--- src/power_pkg.sv ---
package power_pkg;

    ////////////////////////////////////////
    // cluster sizing
    ////////////////////////////////////////

    localparam int NUM_CORES     = 4;
    localparam int CORE_IDX_W    = $clog2(NUM_CORES);

    ////////////////////////////////////////
    // timing and thresholds
    ////////////////////////////////////////

    localparam int STATE_TIMER_W  = 16;
    localparam int IDLE_TIMEOUT   = 16;   // quiet cycles before ACTIVE -> IDLE
    localparam int IDLE_CNT_W     = $clog2(IDLE_TIMEOUT + 1);
    localparam int BUSY_HOLD      = 4;    // cycles a core stays active after busy
    localparam int HOLD_W         = $clog2(BUSY_HOLD + 1);
    localparam int MISS_WINDOW    = 64;
    localparam int WINDOW_W       = $clog2(MISS_WINDOW);
    localparam int MISS_RATE_W    = 8;
    localparam int MISS_THRESHOLD = 10;   // L3 stays clocked above this

    ////////////////////////////////////////
    // types
    ////////////////////////////////////////

    typedef enum logic [2:0] {
        POWER_ACTIVE           = 3'd0,
        POWER_IDLE             = 3'd1,
        POWER_SLEEP            = 3'd2,
        POWER_DEEP_SLEEP       = 3'd3,
        POWER_THERMAL_THROTTLE = 3'd4
    } power_state_t;

    // static configuration driven from plain pins at the top
    typedef struct packed {
        logic aggressive_gating;
        logic cache_gating_en;
        logic retention_mode;   // keep L2 clocked in SLEEP
    } power_config_t;

endpackage

--- src/power_state_fsm.sv ---
`timescale 1ns/1ps

module power_state_fsm
    import power_pkg::*;
(
    input  logic                     clk_i,
    input  logic                     rst_ni,
    input  logic                     req_valid_i,
    input  power_state_t             req_state_i,
    input  logic                     thermal_alert_i,
    input  logic [NUM_CORES-1:0]     core_active_i,
    output logic                     req_ready_o,
    output power_state_t             power_state_o,
    output logic [STATE_TIMER_W-1:0] state_timer_o
);

    power_state_t             state_q;
    power_state_t             state_d;
    logic [IDLE_CNT_W-1:0]    idle_cnt_q;
    logic [IDLE_CNT_W-1:0]    idle_cnt_d;
    logic [STATE_TIMER_W-1:0] timer_q;
    logic                     any_active;
    logic                     req_fire;
    logic                     idle_timeout;
    logic                     state_change;

    assign any_active   = |core_active_i;
    assign req_ready_o  = (state_q != POWER_THERMAL_THROTTLE) && !thermal_alert_i;
    assign req_fire     = req_valid_i && req_ready_o;
    assign state_change = (state_d != state_q);

    // quiet cycles seen so far including this one
    always_comb begin
        if (any_active || state_q != POWER_ACTIVE) begin
            idle_cnt_d = '0;
        end else if (idle_cnt_q != IDLE_CNT_W'(IDLE_TIMEOUT)) begin
            idle_cnt_d = idle_cnt_q + 1'b1;
        end else begin
            idle_cnt_d = idle_cnt_q;   // saturate
        end
    end

    assign idle_timeout = (idle_cnt_d == IDLE_CNT_W'(IDLE_TIMEOUT));

    ////////////////////////////////////////
    // next state, highest priority first
    ////////////////////////////////////////

    always_comb begin
        state_d = state_q;
        if (thermal_alert_i && (state_q == POWER_ACTIVE || state_q == POWER_IDLE)) begin
            state_d = POWER_THERMAL_THROTTLE;
        end else if (state_q == POWER_THERMAL_THROTTLE) begin
            if (!thermal_alert_i) begin
                state_d = POWER_ACTIVE;   // alert cleared
            end
        end else if (req_fire) begin
            case (req_state_i)
                POWER_SLEEP, POWER_DEEP_SLEEP: state_d = req_state_i;
                default:                       state_d = POWER_ACTIVE;
            endcase
        end else if (state_q == POWER_ACTIVE && idle_timeout) begin
            state_d = POWER_IDLE;
        end else if (state_q == POWER_IDLE && any_active) begin
            state_d = POWER_ACTIVE;
        end
    end

    ////////////////////////////////////////
    // registers
    ////////////////////////////////////////

    always_ff @(posedge clk_i or negedge rst_ni) begin
        if (!rst_ni) begin
            state_q    <= POWER_ACTIVE;
            idle_cnt_q <= '0;
            timer_q    <= '0;
        end else begin
            state_q <= state_d;
            if (state_change) begin
                idle_cnt_q <= '0;
                timer_q    <= '0;
            end else begin
                idle_cnt_q <= idle_cnt_d;
                if (timer_q != '1) begin
                    timer_q <= timer_q + 1'b1;   // saturating
                end
            end
        end
    end

    assign power_state_o = state_q;
    assign state_timer_o = timer_q;

    a_state_legal: assert property (@(posedge clk_i) disable iff (!rst_ni)
        state_q inside {POWER_ACTIVE, POWER_IDLE, POWER_SLEEP, POWER_DEEP_SLEEP,
                        POWER_THERMAL_THROTTLE})
        else $error("illegal power state encoding %0h", state_q);

endmodule

--- src/activity_monitor.sv ---
`timescale 1ns/1ps

module activity_monitor
    import power_pkg::*;
(
    input  logic                   clk_i,
    input  logic                   rst_ni,
    input  logic [NUM_CORES-1:0]   core_busy_i,
    input  logic                   cache_access_i,
    input  logic                   cache_miss_i,
    output logic [NUM_CORES-1:0]   core_active_o,
    output logic                   cache_active_o,
    output logic [MISS_RATE_W-1:0] miss_rate_o
);

    logic [HOLD_W-1:0]      hold_q [NUM_CORES];
    logic [WINDOW_W-1:0]    win_cnt_q;
    logic [MISS_RATE_W-1:0] miss_cnt_q;
    logic [MISS_RATE_W-1:0] miss_cnt_next;
    logic [MISS_RATE_W-1:0] miss_rate_q;
    logic                   acc_cur_q;    // access seen in this window
    logic                   acc_prev_q;   // access seen in the last window
    logic                   win_end;

    ////////////////////////////////////////
    // busy hold per core
    ////////////////////////////////////////

    always_ff @(posedge clk_i or negedge rst_ni) begin
        if (!rst_ni) begin
            hold_q <= '{default: '0};
        end else begin
            for (int i = 0; i < NUM_CORES; i++) begin
                if (core_busy_i[i]) begin
                    hold_q[i] <= HOLD_W'(BUSY_HOLD);
                end else if (hold_q[i] != '0) begin
                    hold_q[i] <= hold_q[i] - 1'b1;
                end
            end
        end
    end

    always_comb begin
        for (int i = 0; i < NUM_CORES; i++) begin
            core_active_o[i] = (hold_q[i] != '0);
        end
    end

    ////////////////////////////////////////
    // cache window
    ////////////////////////////////////////

    assign win_end       = (win_cnt_q == WINDOW_W'(MISS_WINDOW - 1));
    assign miss_cnt_next = (cache_miss_i && miss_cnt_q != '1) ? miss_cnt_q + 1'b1 : miss_cnt_q;

    always_ff @(posedge clk_i or negedge rst_ni) begin
        if (!rst_ni) begin
            win_cnt_q   <= '0;
            miss_cnt_q  <= '0;
            miss_rate_q <= '0;
            acc_cur_q   <= 1'b0;
            acc_prev_q  <= 1'b0;
        end else begin
            win_cnt_q <= win_end ? '0 : win_cnt_q + 1'b1;
            if (win_end) begin
                miss_rate_q <= miss_cnt_next;   // count of the window just ended
                miss_cnt_q  <= '0;
                acc_prev_q  <= acc_cur_q | cache_access_i;
                acc_cur_q   <= 1'b0;
            end else begin
                miss_cnt_q <= miss_cnt_next;
                acc_cur_q  <= acc_cur_q | cache_access_i;
            end
        end
    end

    assign cache_active_o = acc_cur_q | acc_prev_q;
    assign miss_rate_o    = miss_rate_q;

    a_window_range: assert property (@(posedge clk_i) disable iff (!rst_ni)
        int'(win_cnt_q) < MISS_WINDOW)
        else $error("window counter out of range %0d", win_cnt_q);

endmodule

--- src/clock_gating_control.sv ---
`timescale 1ns/1ps

module clock_gating_control
    import power_pkg::*;
(
    input  logic                     clk_i,
    input  logic                     rst_ni,
    input  power_state_t             current_power_state_i,
    input  power_config_t            power_config_i,
    input  logic [NUM_CORES-1:0]     core_active_i,
    input  logic                     cache_active_i,
    input  logic [MISS_RATE_W-1:0]   cache_miss_rate_i,
    input  logic [STATE_TIMER_W-1:0] state_timer_i,
    output logic [NUM_CORES-1:0]     core_clk_en_o,
    output logic                     l2_cache_clk_en_o,
    output logic                     l3_cache_clk_en_o,
    output logic                     interconnect_clk_en_o
);

    logic [NUM_CORES-1:0] core_en_q;
    logic                 l2_en_q;
    logic                 l3_en_q;
    logic                 ic_en_q;
    logic                 miss_high;
    logic [CORE_IDX_W-1:0] throttle_sel;   // core allowed to run while throttled

    assign miss_high    = (cache_miss_rate_i > MISS_RATE_W'(MISS_THRESHOLD));
    assign throttle_sel = state_timer_i[CORE_IDX_W-1:0];

    always_ff @(posedge clk_i or negedge rst_ni) begin
        if (!rst_ni) begin
            core_en_q <= '1;   // clocks run out of reset
            l2_en_q   <= 1'b1;
            l3_en_q   <= 1'b1;
            ic_en_q   <= 1'b1;
        end else begin
            for (int i = 0; i < NUM_CORES; i++) begin
                case (current_power_state_i)
                    POWER_ACTIVE: begin
                        core_en_q[i] <= core_active_i[i] || !power_config_i.aggressive_gating;
                    end
                    POWER_IDLE: begin
                        core_en_q[i] <= core_active_i[i];
                    end
                    POWER_SLEEP, POWER_DEEP_SLEEP: begin
                        core_en_q[i] <= 1'b0;
                    end
                    POWER_THERMAL_THROTTLE: begin
                        core_en_q[i] <= (throttle_sel == CORE_IDX_W'(i)) && core_active_i[i];
                    end
                    default: begin
                        core_en_q[i] <= core_active_i[i];
                    end
                endcase
            end

            case (current_power_state_i)
                POWER_ACTIVE, POWER_IDLE: begin
                    l2_en_q <= cache_active_i || !power_config_i.cache_gating_en;
                    l3_en_q <= miss_high || !power_config_i.cache_gating_en;
                end
                POWER_SLEEP: begin
                    l2_en_q <= power_config_i.retention_mode;
                    l3_en_q <= 1'b0;
                end
                POWER_DEEP_SLEEP: begin
                    l2_en_q <= 1'b0;
                    l3_en_q <= 1'b0;
                end
                default: begin   // throttle
                    l2_en_q <= cache_active_i;
                    l3_en_q <= cache_active_i;
                end
            endcase

            ic_en_q <= (current_power_state_i == POWER_ACTIVE) ||
                       (current_power_state_i == POWER_IDLE && |core_active_i);
        end
    end

    assign core_clk_en_o         = core_en_q;
    assign l2_cache_clk_en_o     = l2_en_q;
    assign l3_cache_clk_en_o     = l3_en_q;
    assign interconnect_clk_en_o = ic_en_q;

    // deep sleep must shut every clock on the following edge
    a_deep_sleep_off: assert property (@(posedge clk_i) disable iff (!rst_ni)
        current_power_state_i == POWER_DEEP_SLEEP |=>
            (core_clk_en_o == '0) && !l2_cache_clk_en_o && !l3_cache_clk_en_o &&
            !interconnect_clk_en_o)
        else $error("clock enable left on in deep sleep");

endmodule

--- src/power_mgmt_top.sv ---
`timescale 1ns/1ps

module power_mgmt_top
    import power_pkg::*;
(
    input  logic                 clk_i,
    input  logic                 rst_ni,
    input  logic [NUM_CORES-1:0] core_busy_i,
    input  logic                 cache_access_i,
    input  logic                 cache_miss_i,
    input  logic                 thermal_alert_i,
    input  logic                 req_valid_i,
    input  power_state_t         req_state_i,
    input  logic                 cfg_aggressive_gating_i,
    input  logic                 cfg_cache_gating_en_i,
    input  logic                 cfg_retention_mode_i,
    output logic                 req_ready_o,
    output power_state_t         power_state_o,
    output logic [NUM_CORES-1:0] core_clk_en_o,
    output logic                 l2_cache_clk_en_o,
    output logic                 l3_cache_clk_en_o,
    output logic                 interconnect_clk_en_o
);

    logic [NUM_CORES-1:0]     core_active;
    logic                     cache_active;
    logic [MISS_RATE_W-1:0]   miss_rate;
    power_state_t             power_state;
    logic [STATE_TIMER_W-1:0] state_timer;
    power_config_t            power_cfg;

    assign power_cfg = '{
        aggressive_gating: cfg_aggressive_gating_i,
        cache_gating_en:   cfg_cache_gating_en_i,
        retention_mode:    cfg_retention_mode_i
    };

    activity_monitor i_activity_monitor (
        .clk_i          (clk_i),
        .rst_ni         (rst_ni),
        .core_busy_i    (core_busy_i),
        .cache_access_i (cache_access_i),
        .cache_miss_i   (cache_miss_i),
        .core_active_o  (core_active),
        .cache_active_o (cache_active),
        .miss_rate_o    (miss_rate)
    );

    power_state_fsm i_power_state_fsm (
        .clk_i           (clk_i),
        .rst_ni          (rst_ni),
        .req_valid_i     (req_valid_i),
        .req_state_i     (req_state_i),
        .thermal_alert_i (thermal_alert_i),
        .core_active_i   (core_active),
        .req_ready_o     (req_ready_o),
        .power_state_o   (power_state),
        .state_timer_o   (state_timer)
    );

    clock_gating_control i_clock_gating_control (
        .clk_i                 (clk_i),
        .rst_ni                (rst_ni),
        .current_power_state_i (power_state),
        .power_config_i        (power_cfg),
        .core_active_i         (core_active),
        .cache_active_i        (cache_active),
        .cache_miss_rate_i     (miss_rate),
        .state_timer_i         (state_timer),
        .core_clk_en_o         (core_clk_en_o),
        .l2_cache_clk_en_o     (l2_cache_clk_en_o),
        .l3_cache_clk_en_o     (l3_cache_clk_en_o),
        .interconnect_clk_en_o (interconnect_clk_en_o)
    );

    assign power_state_o = power_state;

endmodule

--- config.mk ---
export PLATFORM = sky130hd
export DESIGN_NAME = power_mgmt_top
export DESIGN_NICKNAME = d
export VERILOG_FILES = /design/src/power_pkg.sv /design/src/power_state_fsm.sv /design/src/activity_monitor.sv /design/src/clock_gating_control.sv /design/src/power_mgmt_top.sv
export SDC_FILE = /design/constraint.sdc
export NUM_CORES = 1
export LEC_CHECK = 0
export BUFFER_PORTS_ARGS = -buffer_cell sky130_fd_sc_hd__buf_2
export CELL_PAD_IN_SITES_DETAIL_PLACEMENT = 0
export CELL_PAD_IN_SITES_GLOBAL_PLACEMENT = 1
export CORE_ASPECT_RATIO = 0.8
export CORE_UTILIZATION = 39
export CTS_CLUSTER_SIZE = 28
export DETAILED_ROUTE_END_ITERATION = 7
export PLACE_DENSITY_LB_ADDON = 0.1
export SYNTH_ARGS = -nofsm -noshare
export SYNTH_HDL_FRONTEND = slang
export SYNTH_HIERARCHICAL = 1
export SYNTH_SLANG_ARGS = --single-unit
export TNS_END_PERCENT = 50
--- constraint.sdc ---
create_clock -name clk_i -period 6.22 [get_ports clk_i]
set_input_delay 1.244 -clock clk_i [delete_from_list [all_inputs] [get_ports clk_i]]
set_output_delay 1.244 -clock clk_i [all_outputs]
set_load 0.05 [all_outputs]
==> results of run 1 <==
==> Yosys cell counts, types with 3 or more instances <==
| cell | n | area (um2) |
|---|---|---|
| ha_1 | 13 | 162.7 |
| nand4_1 | 6 | 37.54 |
| nand3_1 | 23 | 115.1 |
| xor2_1 | 13 | 113.9 |
| nor2_1 | 42 | 157.7 |
| a211o_1 | 3 | 26.28 |
| buf_6 | 4 | 45.04 |
| o31ai_1 | 6 | 45.04 |
| nor3_1 | 3 | 15.01 |
| inv_1 | 22 | 82.58 |
| dfstp_2 | 7 | 183.9 |
| a21oi_1 | 11 | 55.05 |
| nand2_1 | 22 | 82.58 |
| o21ai_1 | 4 | 20.02 |
| dfrtp_1 | 60 | 1501 |
| and3_1 | 3 | 18.77 |
| xnor2_1 | 10 | 87.58 |
| mux2i_1 | 5 | 50.05 |
| o21ai_0 | 15 | 75.07 |
| nor4_1 | 5 | 31.28 |
| nor2b_1 | 3 | 18.77 |
| nand2b_1 | 6 | 37.54 |
| nor2_2 | 10 | 62.56 |
| a211oi_1 | 7 | 52.55 |
| and4_1 | 4 | 35.03 |
==> where the power goes <==
group          switching (W)  internal, W
logic               0.000267     0.000151
registers          0.0000854     0.000531
clock network       0.000168     0.000329
==> critical path, cell delays in order <==
cell,delay [ns]
buf_2,0.14
a21oi_1,0.11
buf_2,0.27
==> per-layer routing <==
layer / wire length [um] / part of all wire [%] / global-route usage (%) / up-vias
met5: 0 / 0 / 0 / -
met4: 81 / 1.2 / 6.634 / 0
met3: 252 / 3.8 / 4.936 / 6
met2: 2802 / 43 / 23.07 / 44
met1: 3413 / 52 / 22.51 / 1195
li1: - / - / - / 1314
==> placed cells by master, fill, tap and decap left out, types with 6 or more instances in the layout <==
cell and instances:
dfrtp_1 60, xor2_1 13, xnor2_1 10, nand4_1 6
nand2b_1 6, a21oi_1 11, nor2_2 10, clkbuf_16 9
dfstp_2 7, o31ai_1 6, o21ai_0 15, nand3_1 23
inv_1 22, ha_1 13, nand2_1 22, a211oi_1 7
nor2_1 42, buf_2 26
==> state kept, by name (all words and copies together), names as in the netlist <==
register,cells
i_power_state_fsm/state_timer_o,16
i_activity_monitor/acc_prev_q,1
i_clock_gating_control/core_clk_en_o,4
i_clock_gating_control/l2_cache_clk_en_o,1
i_activity_monitor/miss_rate_o,8
i_power_state_fsm/power_state_o,3
i_clock_gating_control/interconnect_clk_en_o,1
i_clock_gating_control/l3_cache_clk_en_o,1
i_activity_monitor/hold_q,12
i_activity_monitor/win_cnt_q,6
i_power_state_fsm/idle_cnt_q,5
i_activity_monitor/acc_cur_q,1
i_activity_monitor/miss_cnt_q,8
==> per-stage QoR <==
step	instances	hold slack, ns
2_1_floorplan	355	0.4411
5_1_grt	501	0.5034
6_report	501	0.4707
3_3_place_gp	486	0.4580
3_5_place_dp	486	0.4639
4_1_cts	501	0.4756
==> final timing paths <==
path | from | endpoint | slack [ns] | depth (start not counted)
min in group asynchronous | rst_ni | i_activity_monitor/hold_q[8] | 1.10 | 2
worst max-delay path | thermal_alert_i | req_ready_o | 3.21 | 3
worst min register to register | i_activity_monitor/acc_prev_q | i_activity_monitor/acc_prev_q | 0.47 | 2
worst min-delay path | i_activity_monitor/acc_prev_q | i_activity_monitor/acc_prev_q | 0.47 | 2
worst max register to register | i_activity_monitor/hold_q[0] | i_power_state_fsm/state_timer_o[12] | 3.33 | 8
max in group asynchronous | rst_ni | i_activity_monitor/win_cnt_q[2] | 4.56 | 2
==> cell families after synthesis <==
logic type               after synthesis  synth area share (%)
multiplexers                           6                 1.722
XOR/XNOR                              23                 5.659
buffers and inverters                 30                 4.218
AO/OA/AOI/OAI                         68                 13.36
AND/OR/NAND/NOR                      148                 23.13
flip-flops                            67                 47.35
adder cells (fa/ha/maj)               13                 4.570
==> cell type report <==
cell class / count / area share [%]
inverters: 22 / 2.031
multi-input cells: 258 / 42.41
flip-flops and latches: 67 / 41.46
repair buffers: 27 / 3.386
clock inverters: 2 / 0.8618
clock buffers: 13 / 6.402
well taps: 112 / 3.447
==> results.md, run 1 <==
- Status: completed
- CP Launch Type: input port
- I/O pin count: 27
- Max-slew headroom: 36.38%
- Initial antenna violation count: 0
- Final setup TNS: 0 ns
- Cell chosen for the clock root: clkbuf_16
- CTS H-tree depth: 3
- Setup ws final: 3.208 ns
- Chip height: 87.45 um
- Number of iterations in the first detailed-routing pass: 4
- Pwr dens: 376.7 nW/um2
- Hold Fails Final Rpt: 0
- Final #Nets: 414
- Initial core utilization: 41.05%
- Mapped Cells: 355
- Synth Warn #: 6
- Clk_lat worst skew: 0.33 ns
- Post-Syn Area: 3560 um2
- Drc violations: 0
- Design Area, Final: 4065 um2
- Maximum vdd drop: 0.0002184 V
- TritonCTS clock tree: done
- Routed len/inst: 13.07 um
- RSZ-0062 raised after global routing: false
- Number of fill cells in the layout: 829
- Reg clk slew, reported paths: 0.05 ns
- Final Setup Violations: 0
- Share of layout cells above drive strength 1: 20.05%
- Resize count post-CTS: 0
- Slew @ Worst Pin: 0.9542 ns
- Worst setup EP type: primary output
- Pre-CTS setup slack: 2.933 ns
- Synthesized flop and latch total: 67
- Max FO, Critical Path: 9
- Final wirelength: 6.549 mm
- Routed vias: 2559
- Average instance area after synthesis: 10.03 um2
- Num CTS Buffers: 9
- Row count: 30
- Final Util: 46.88%
- # diodes: 0
- Global-route wire length before repair: 11.65 mm
- Slew Limit Fails: 0
- Die X: 108.8 um
- Final worst-path cycle share: 48.42%
- Max clock buf depth: 2
- Post-CTS Setup Inserts: 0
- GR Overflow Total: 0
- Core area: 8671 um2
- Post-DP HPWL: 4.497 mm
- FMAX: 332.0 MHz
- Area occupied by registers: 1685 um2
- WS Path Type: input port to primary output
- Multi-input gate area: 1724 um2
- Max_cap viols: 0
- Final ANT Viol Nets: 0
- GPL Wtd Cong: 0.8239
- Sink Count: 67
- Die area: 9516 um2
- Vias in the first global route: 2436
- Yosys cell types: 64
- CTS Hold Bufs: 0
- HP Class: register to register
- Placed cell area: 3770 um2
- Post-synth EDFFs: 0
- Pin count of the biggest net entering global routing: 68
- Initial DRC Count: 166
- Clk_skew: 0.009301 ns
- Most used DFF post-synth: dfrtp_1
- Tmin final: 3.012 ns
- Syn nets: 384
- Leak: 1.793 nW
- Pwr Total: 0.001531 W
- Sequential area share after synthesis: 47.35%
- IO buf count: 26
- P&R area growth vs syn: 14.20%
- Arrival @ worst endpoint: 1.77 ns
- GRT Overall Usage: 16.12%
- Req. time, crit path: 4.98 ns
- Share of flip-flops with an asynchronous set or reset: 100.0%
- Mean number of vias per cell: 5.108
(Power assumes the default switching activity.)
==> run 2: changes to the inputs <==
- clock period: 6.22 -> 2.48 ns (I/O delays scaled with it)
==> results.md, run 2 (same netlist as run 1, synthesis figures left out) <==
- Status: completed
- Max_cap viols: 0
- Worst r2r src: i_activity_monitor/hold_q[0]
- Arrival @ worst endpoint: 2.66 ns
- Routed vias: 2660
- Worst setup path end: i_power_state_fsm/state_timer_o[12]
- Final setup TNS: 0 ns
- P&R area growth vs syn: 20.18%
- Die X: 108.8 um
- Final ANT Viol Nets: 0
- Vias in the first global route: 2480
- Most frequent cells in the layout: 60 x dfrtp_1, 42 x nor2_1, 26 x buf_2
- Die area: 9516 um2
- Maximum vdd drop: 0.0005644 V
- Placed cell area: 3857 um2
- GR Overflow Total: 0
- Clk_skew: 0.007688 ns
- Drc violations: 0
- Critical path cell sequence: inv_2 > ha_4 > nand2b_4 > or4_4 > a211oi_4 > o311ai_4 > buf_4 > o22ai_4 > clkbuf_16 > nor3_2
- Hold Fails Final Rpt: 0
- Pin count of the biggest net entering global routing: 25
- Multi-input gate area: 1813 um2
- Global-route wire length before repair: 12.05 mm
- Row count: 30
- Max reg flops: 16
- Worst setup EP type: register
- Max-slew headroom: 54.31%
- Reg2reg end: i_power_state_fsm/state_timer_o[12]
- Initial DRC Count: 125
- Share of layout cells above drive strength 1: 26.42%
- RSZ-0062 raised after global routing: true
- GPL Wtd Cong: 0.7844
- Slew @ Worst Pin: 0.6791 ns
- GRT Overall Usage: 16.81%
- Reg-to-reg slack, setup: 0.04 ns
- FMAX: 409.3 MHz
- HP Class: input port to async pin
- Max clock buf depth: 2
- CTS H-tree depth: 3
- Req. time, crit path: 2.70 ns
- Pwr Total: 0.004045 W
- Final #Nets: 429
- Cell chosen for the clock root: clkbuf_16
- Critical Path Start: i_activity_monitor/hold_q[0]
- IO buf count: 26
- CP max stage cell: or4_4
- Setup ws final: 0.03708 ns
- Sink Count: 67
- TritonCTS clock tree: done
- Pwr dens: 945.5 nW/um2
- Max FO, Critical Path: 8
- Clk_lat worst skew: 0.33 ns
- WS Path Type: register to register
- Num CTS Buffers: 9
- Reg clk slew, reported paths: 0.05 ns
- Core area: 8671 um2
- Initial core utilization: 41.05%
- Number of iterations in the first detailed-routing pass: 4
- CTS Hold Bufs: 0
- Most common cell after layout, fill and taps aside: dfrtp_1
- Slew Limit Fails: 0
- I/O pin count: 27
- CP max stage delay: 0.56 ns
- Final Setup Violations: 0
- Register-to-Register Path Depth: 10
- # diodes: 0
- Chip height: 87.45 um
- Leak: 1.890 nW
- Area occupied by registers: 1685 um2
- Tmin final: 2.443 ns
- Design Area, Final: 4278 um2
- Pre-CTS setup slack: 0.01954 ns
- Final worst-path cycle share: 98.50%
- Mean number of vias per cell: 5.145
- Routed len/inst: 14.38 um
- Post-DP HPWL: 5.044 mm
- Initial antenna violation count: 0
- Final wirelength: 7.434 mm
- Number of fill cells in the layout: 823
- CP Launch Type: register
[run 2: changes by cell type in the layout (fill, tap and decap cells not counted), moves of 2 or more]
cell      delta
inv_1        -6
nand2b_4     +3
nand2b_1     -3
inv_2        +6
buf_4       +13
ha_4         +2
ha_1         -3
[run 2: worst min-delay path by stage]
stage / startpoint / cells past startpoint / end / slack (ns)
floorplan: rst_ni / 0 / i_activity_monitor/acc_cur_q / 0.20
global placement: i_activity_monitor/acc_prev_q / 2 / i_activity_monitor/acc_prev_q / 0.45
detailed placement: i_activity_monitor/hold_q[5] / 1 / i_activity_monitor/hold_q[5] / 0.47
CTS: rst_ni / 1 / i_activity_monitor/hold_q[6] / 0.16
global route: rst_ni / 1 / i_activity_monitor/hold_q[6] / 0.18
finish: rst_ni / 1 / i_activity_monitor/hold_q[6] / 0.14
[run 2: area by class of cell]
type	count	area share, %
Tap cell	112	3.276
Clock buffer	14	6.171
Multi-Input combinational cell	258	42.38
Clock inverter	2	0.2925
Timing Repair Buffer	42	6.552
Sequential cell	67	39.40
Inverter	22	1.930
[run 2: worst max-delay path: cells and delay by family, from the launching register on]
family,cells,cell delay [ns]
compound gates,3,0.62
fa+ha+maj,1,0.16
buf+inv,3,0.48
flops,1,0.39
simple gates,3,0.67
[run 2: timing repair]
action	in CTS	in global routing
endpoints found under the setup margin	1	12
cloned	0	1
pin swaps	0	7
setup buffers	0	4
resized for setup	1	19
[run 2: per-layer routing]
layer | up-vias | wire [um] | track usage (%)
met3 | 13 | 283 | 5.460
met1 | 1262 | 3767 | 23.49
met2 | 38 | 3273 | 24.22
met4 | 0 | 110 | 5.897
met5 | - | 0 | 0
li1 | 1347 | - | -
[run 2: metrics by stage]
step	instances	hold slack, ns	util (%)
final	517	0.1422	49.34
after detailed placement	496	0.4691	44.49
after global placement	496	0.4549	44.49
after global routing	517	0.1848	49.34
after floorplan	355	0.2004	-
after CTS	512	0.1604	47.72
[run 2: where the power goes]
| group | switching, W | leakage, nW | internal [W] |
|---|---|---|---|
| clock | 0.000446 | 0.133 | 0.000730 |
| combinational | 0.000804 | 0.961 | 0.000556 |
| sequential | 0.000177 | 0.796 | 0.00133 |
| total | 0.00143 | 1.89 | 0.00262 |
==> run 3: changes to the inputs <==
- CORE_UTILIZATION: 39 -> 43
- PLACE_DENSITY: unset -> 0.85
- PLACE_DENSITY_LB_ADDON: 0.1 -> unset
==> results.md, run 3 (same netlist as run 1, synthesis figures left out) <==
- Die area: 8649 um2
- Sink Count: 67
- Number of iterations in the first detailed-routing pass: 4
- Row count: 29
- Tmin final: 2.424 ns
- Hold Fails Final Rpt: 0
- FMAX: 412.6 MHz
- Most common cell after layout, fill and taps aside: dfrtp_1
- I/O pin count: 27
- CP Launch Type: register
- Routed met2 length: 3.239 mm
- Max-slew headroom: 55.62%
- Drc violations: 0
- Arrival @ worst endpoint: 2.69 ns
- Most frequent cells in the layout: 59 x dfrtp_1, 42 x nor2_1, 26 x buf_2
- Status: completed
- Placed Cells incl. Taps: 490
- Cell chosen for the clock root: clkbuf_8
- Final worst-path cycle share: 97.73%
- CTS H-tree depth: 3
- Pre-CTS setup slack: 0.04907 ns
- Mean number of vias per cell: 5.253
- Pwr dens: 927.3 nW/um2
- Max clock buf depth: 2
- Final Util: 52.55%
- Share of layout cells above drive strength 1: 24.88%
- Post-DP HPWL: 4.806 mm
- Setup ws final: 0.05623 ns
- Pin count of the biggest net entering global routing: 47
- Routed len/inst: 13.72 um
- Final #Nets: 426
- Max FO, Critical Path: 8
- Initial DRC Count: 165
- Routed vias: 2679
- Vias in the first global route: 2554
- GR Overflow Total: 0
- Finished Layout Cells: 510
- Worst r2r src: i_activity_monitor/hold_q[9]
- Clk_skew: 0.007606 ns
- Max reg flops: 16
- Clk_lat worst skew: 0.35 ns
- Core area: 7983 um2
- Register-to-Register Path Depth: 10
- Final Setup Violations: 0
- WS Path Type: register to register
- Initial core utilization: 44.59%
- Design Area, Final: 4195 um2
- P&R area growth vs syn: 17.86%
- Leak: 1.852 nW
- Reg-to-reg slack, setup: 0.06 ns
- Reg2reg end: i_power_state_fsm/state_timer_o[12]
- Slew @ Worst Pin: 0.6596 ns
- Top layer in use: met4
- Reg clk slew, reported paths: 0.07 ns
- Met3 WL post-DR: 255 um
- Num CTS Buffers: 9
- M1 wire length: 3.417 mm
- TritonCTS clock tree: done
- Req. time, crit path: 2.75 ns
- Worst setup EP type: register
- Final ANT Viol Nets: 0
- Chip height: 83.38 um
- Maximum vdd drop: 0.0004917 V
- Max_cap viols: 0
- Final wirelength: 6.999 mm
- # diodes: 0
- Pwr Total: 0.003890 W
- GRT Overall Usage: 16.94%
- Slew Limit Fails: 0
- Global-route wire length before repair: 11.70 mm
- Die X: 103.7 um
- HP Class: input port to async pin
- GPL Wtd Cong: 0.8658
- IO buf count: 26
- Initial antenna violation count: 0
- Placed cell area: 3850 um2
==> run 3: cell type report <==
type | count | area, um2
Fill cell | 738 | 3787
Multi-Input combinational cell | 258 | 1770
Sequential cell | 67 | 1687
Timing Repair Buffer | 39 | 270.3
Clock buffer | 10 | 137.6
Tap cell | 108 | 135.1
Clock inverter | 6 | 112.6
Inverter | 22 | 82.58
==> run 3: where the power goes <==
group          internal, W  leakage, nW  switching [W]
clock network     0.000697        0.126       0.000430
logic             0.000498        0.931       0.000768
registers          0.00133        0.794       0.000169
total              0.00252         1.85        0.00137
==> run 3: how the worst max path moves through the flow <==
stage                                                     end                               start  slack [ns]  cells after the start
after global routing          i_power_state_fsm/idle_cnt_q[0]       i_activity_monitor/hold_q[10]       -0.02                     10
after detailed placement  i_power_state_fsm/state_timer_o[12]        i_activity_monitor/hold_q[9]        0.05                     10
after floorplan                                   req_ready_o  i_power_state_fsm/power_state_o[0]        0.17                      2
final                     i_power_state_fsm/state_timer_o[12]        i_activity_monitor/hold_q[9]        0.06                     10
after global placement    i_power_state_fsm/state_timer_o[12]        i_activity_monitor/hold_q[6]        0.14                     10
after CTS                 i_power_state_fsm/state_timer_o[12]        i_activity_monitor/hold_q[9]        0.02                     10
==> run 3: what timing repair did <==
action	CTS	global route
hold buffers	0	0
endpoints found under the hold margin	0	0
gates resized for setup	0	11
endpoints found under the setup margin	0	13
buffers inserted	0	3
==> run 3: per-stage QoR <==
| step | hold WS [ns] | TNS (ns) |
|---|---|---|
| after floorplan | 0.2004 | 0 |
| after global placement | 0.4541 | 0 |
| after detailed placement | 0.4693 | 0 |
| after CTS | 0.1305 | 0 |
| after global routing | 0.1508 | -0.06294 |
| final | 0.1287 | 0 |
==> run 3: metal layers <==
| layer | GRT usage [%] | vias to the layer above |
|---|---|---|
| met1 | 22.40 | 1289 |
| met2 | 26.78 | 45 |
| met3 | 4.710 | 7 |
| met5 | 0 | - |
| li1 | - | 1338 |
| met4 | 5.974 | 0 |
==> run 3: worst max-delay path, cell delays in order, from the launching register on <==
cell and delay, ns:
dfrtp_1 0.39, inv_2 0.09, ha_4 0.14, nand2b_1 0.07, or4_4 0.59, a31oi_1 0.22, o221ai_1 0.18, a21oi_2 0.23
o22ai_4 0.13, buf_12 0.16, nor3_2 0.15
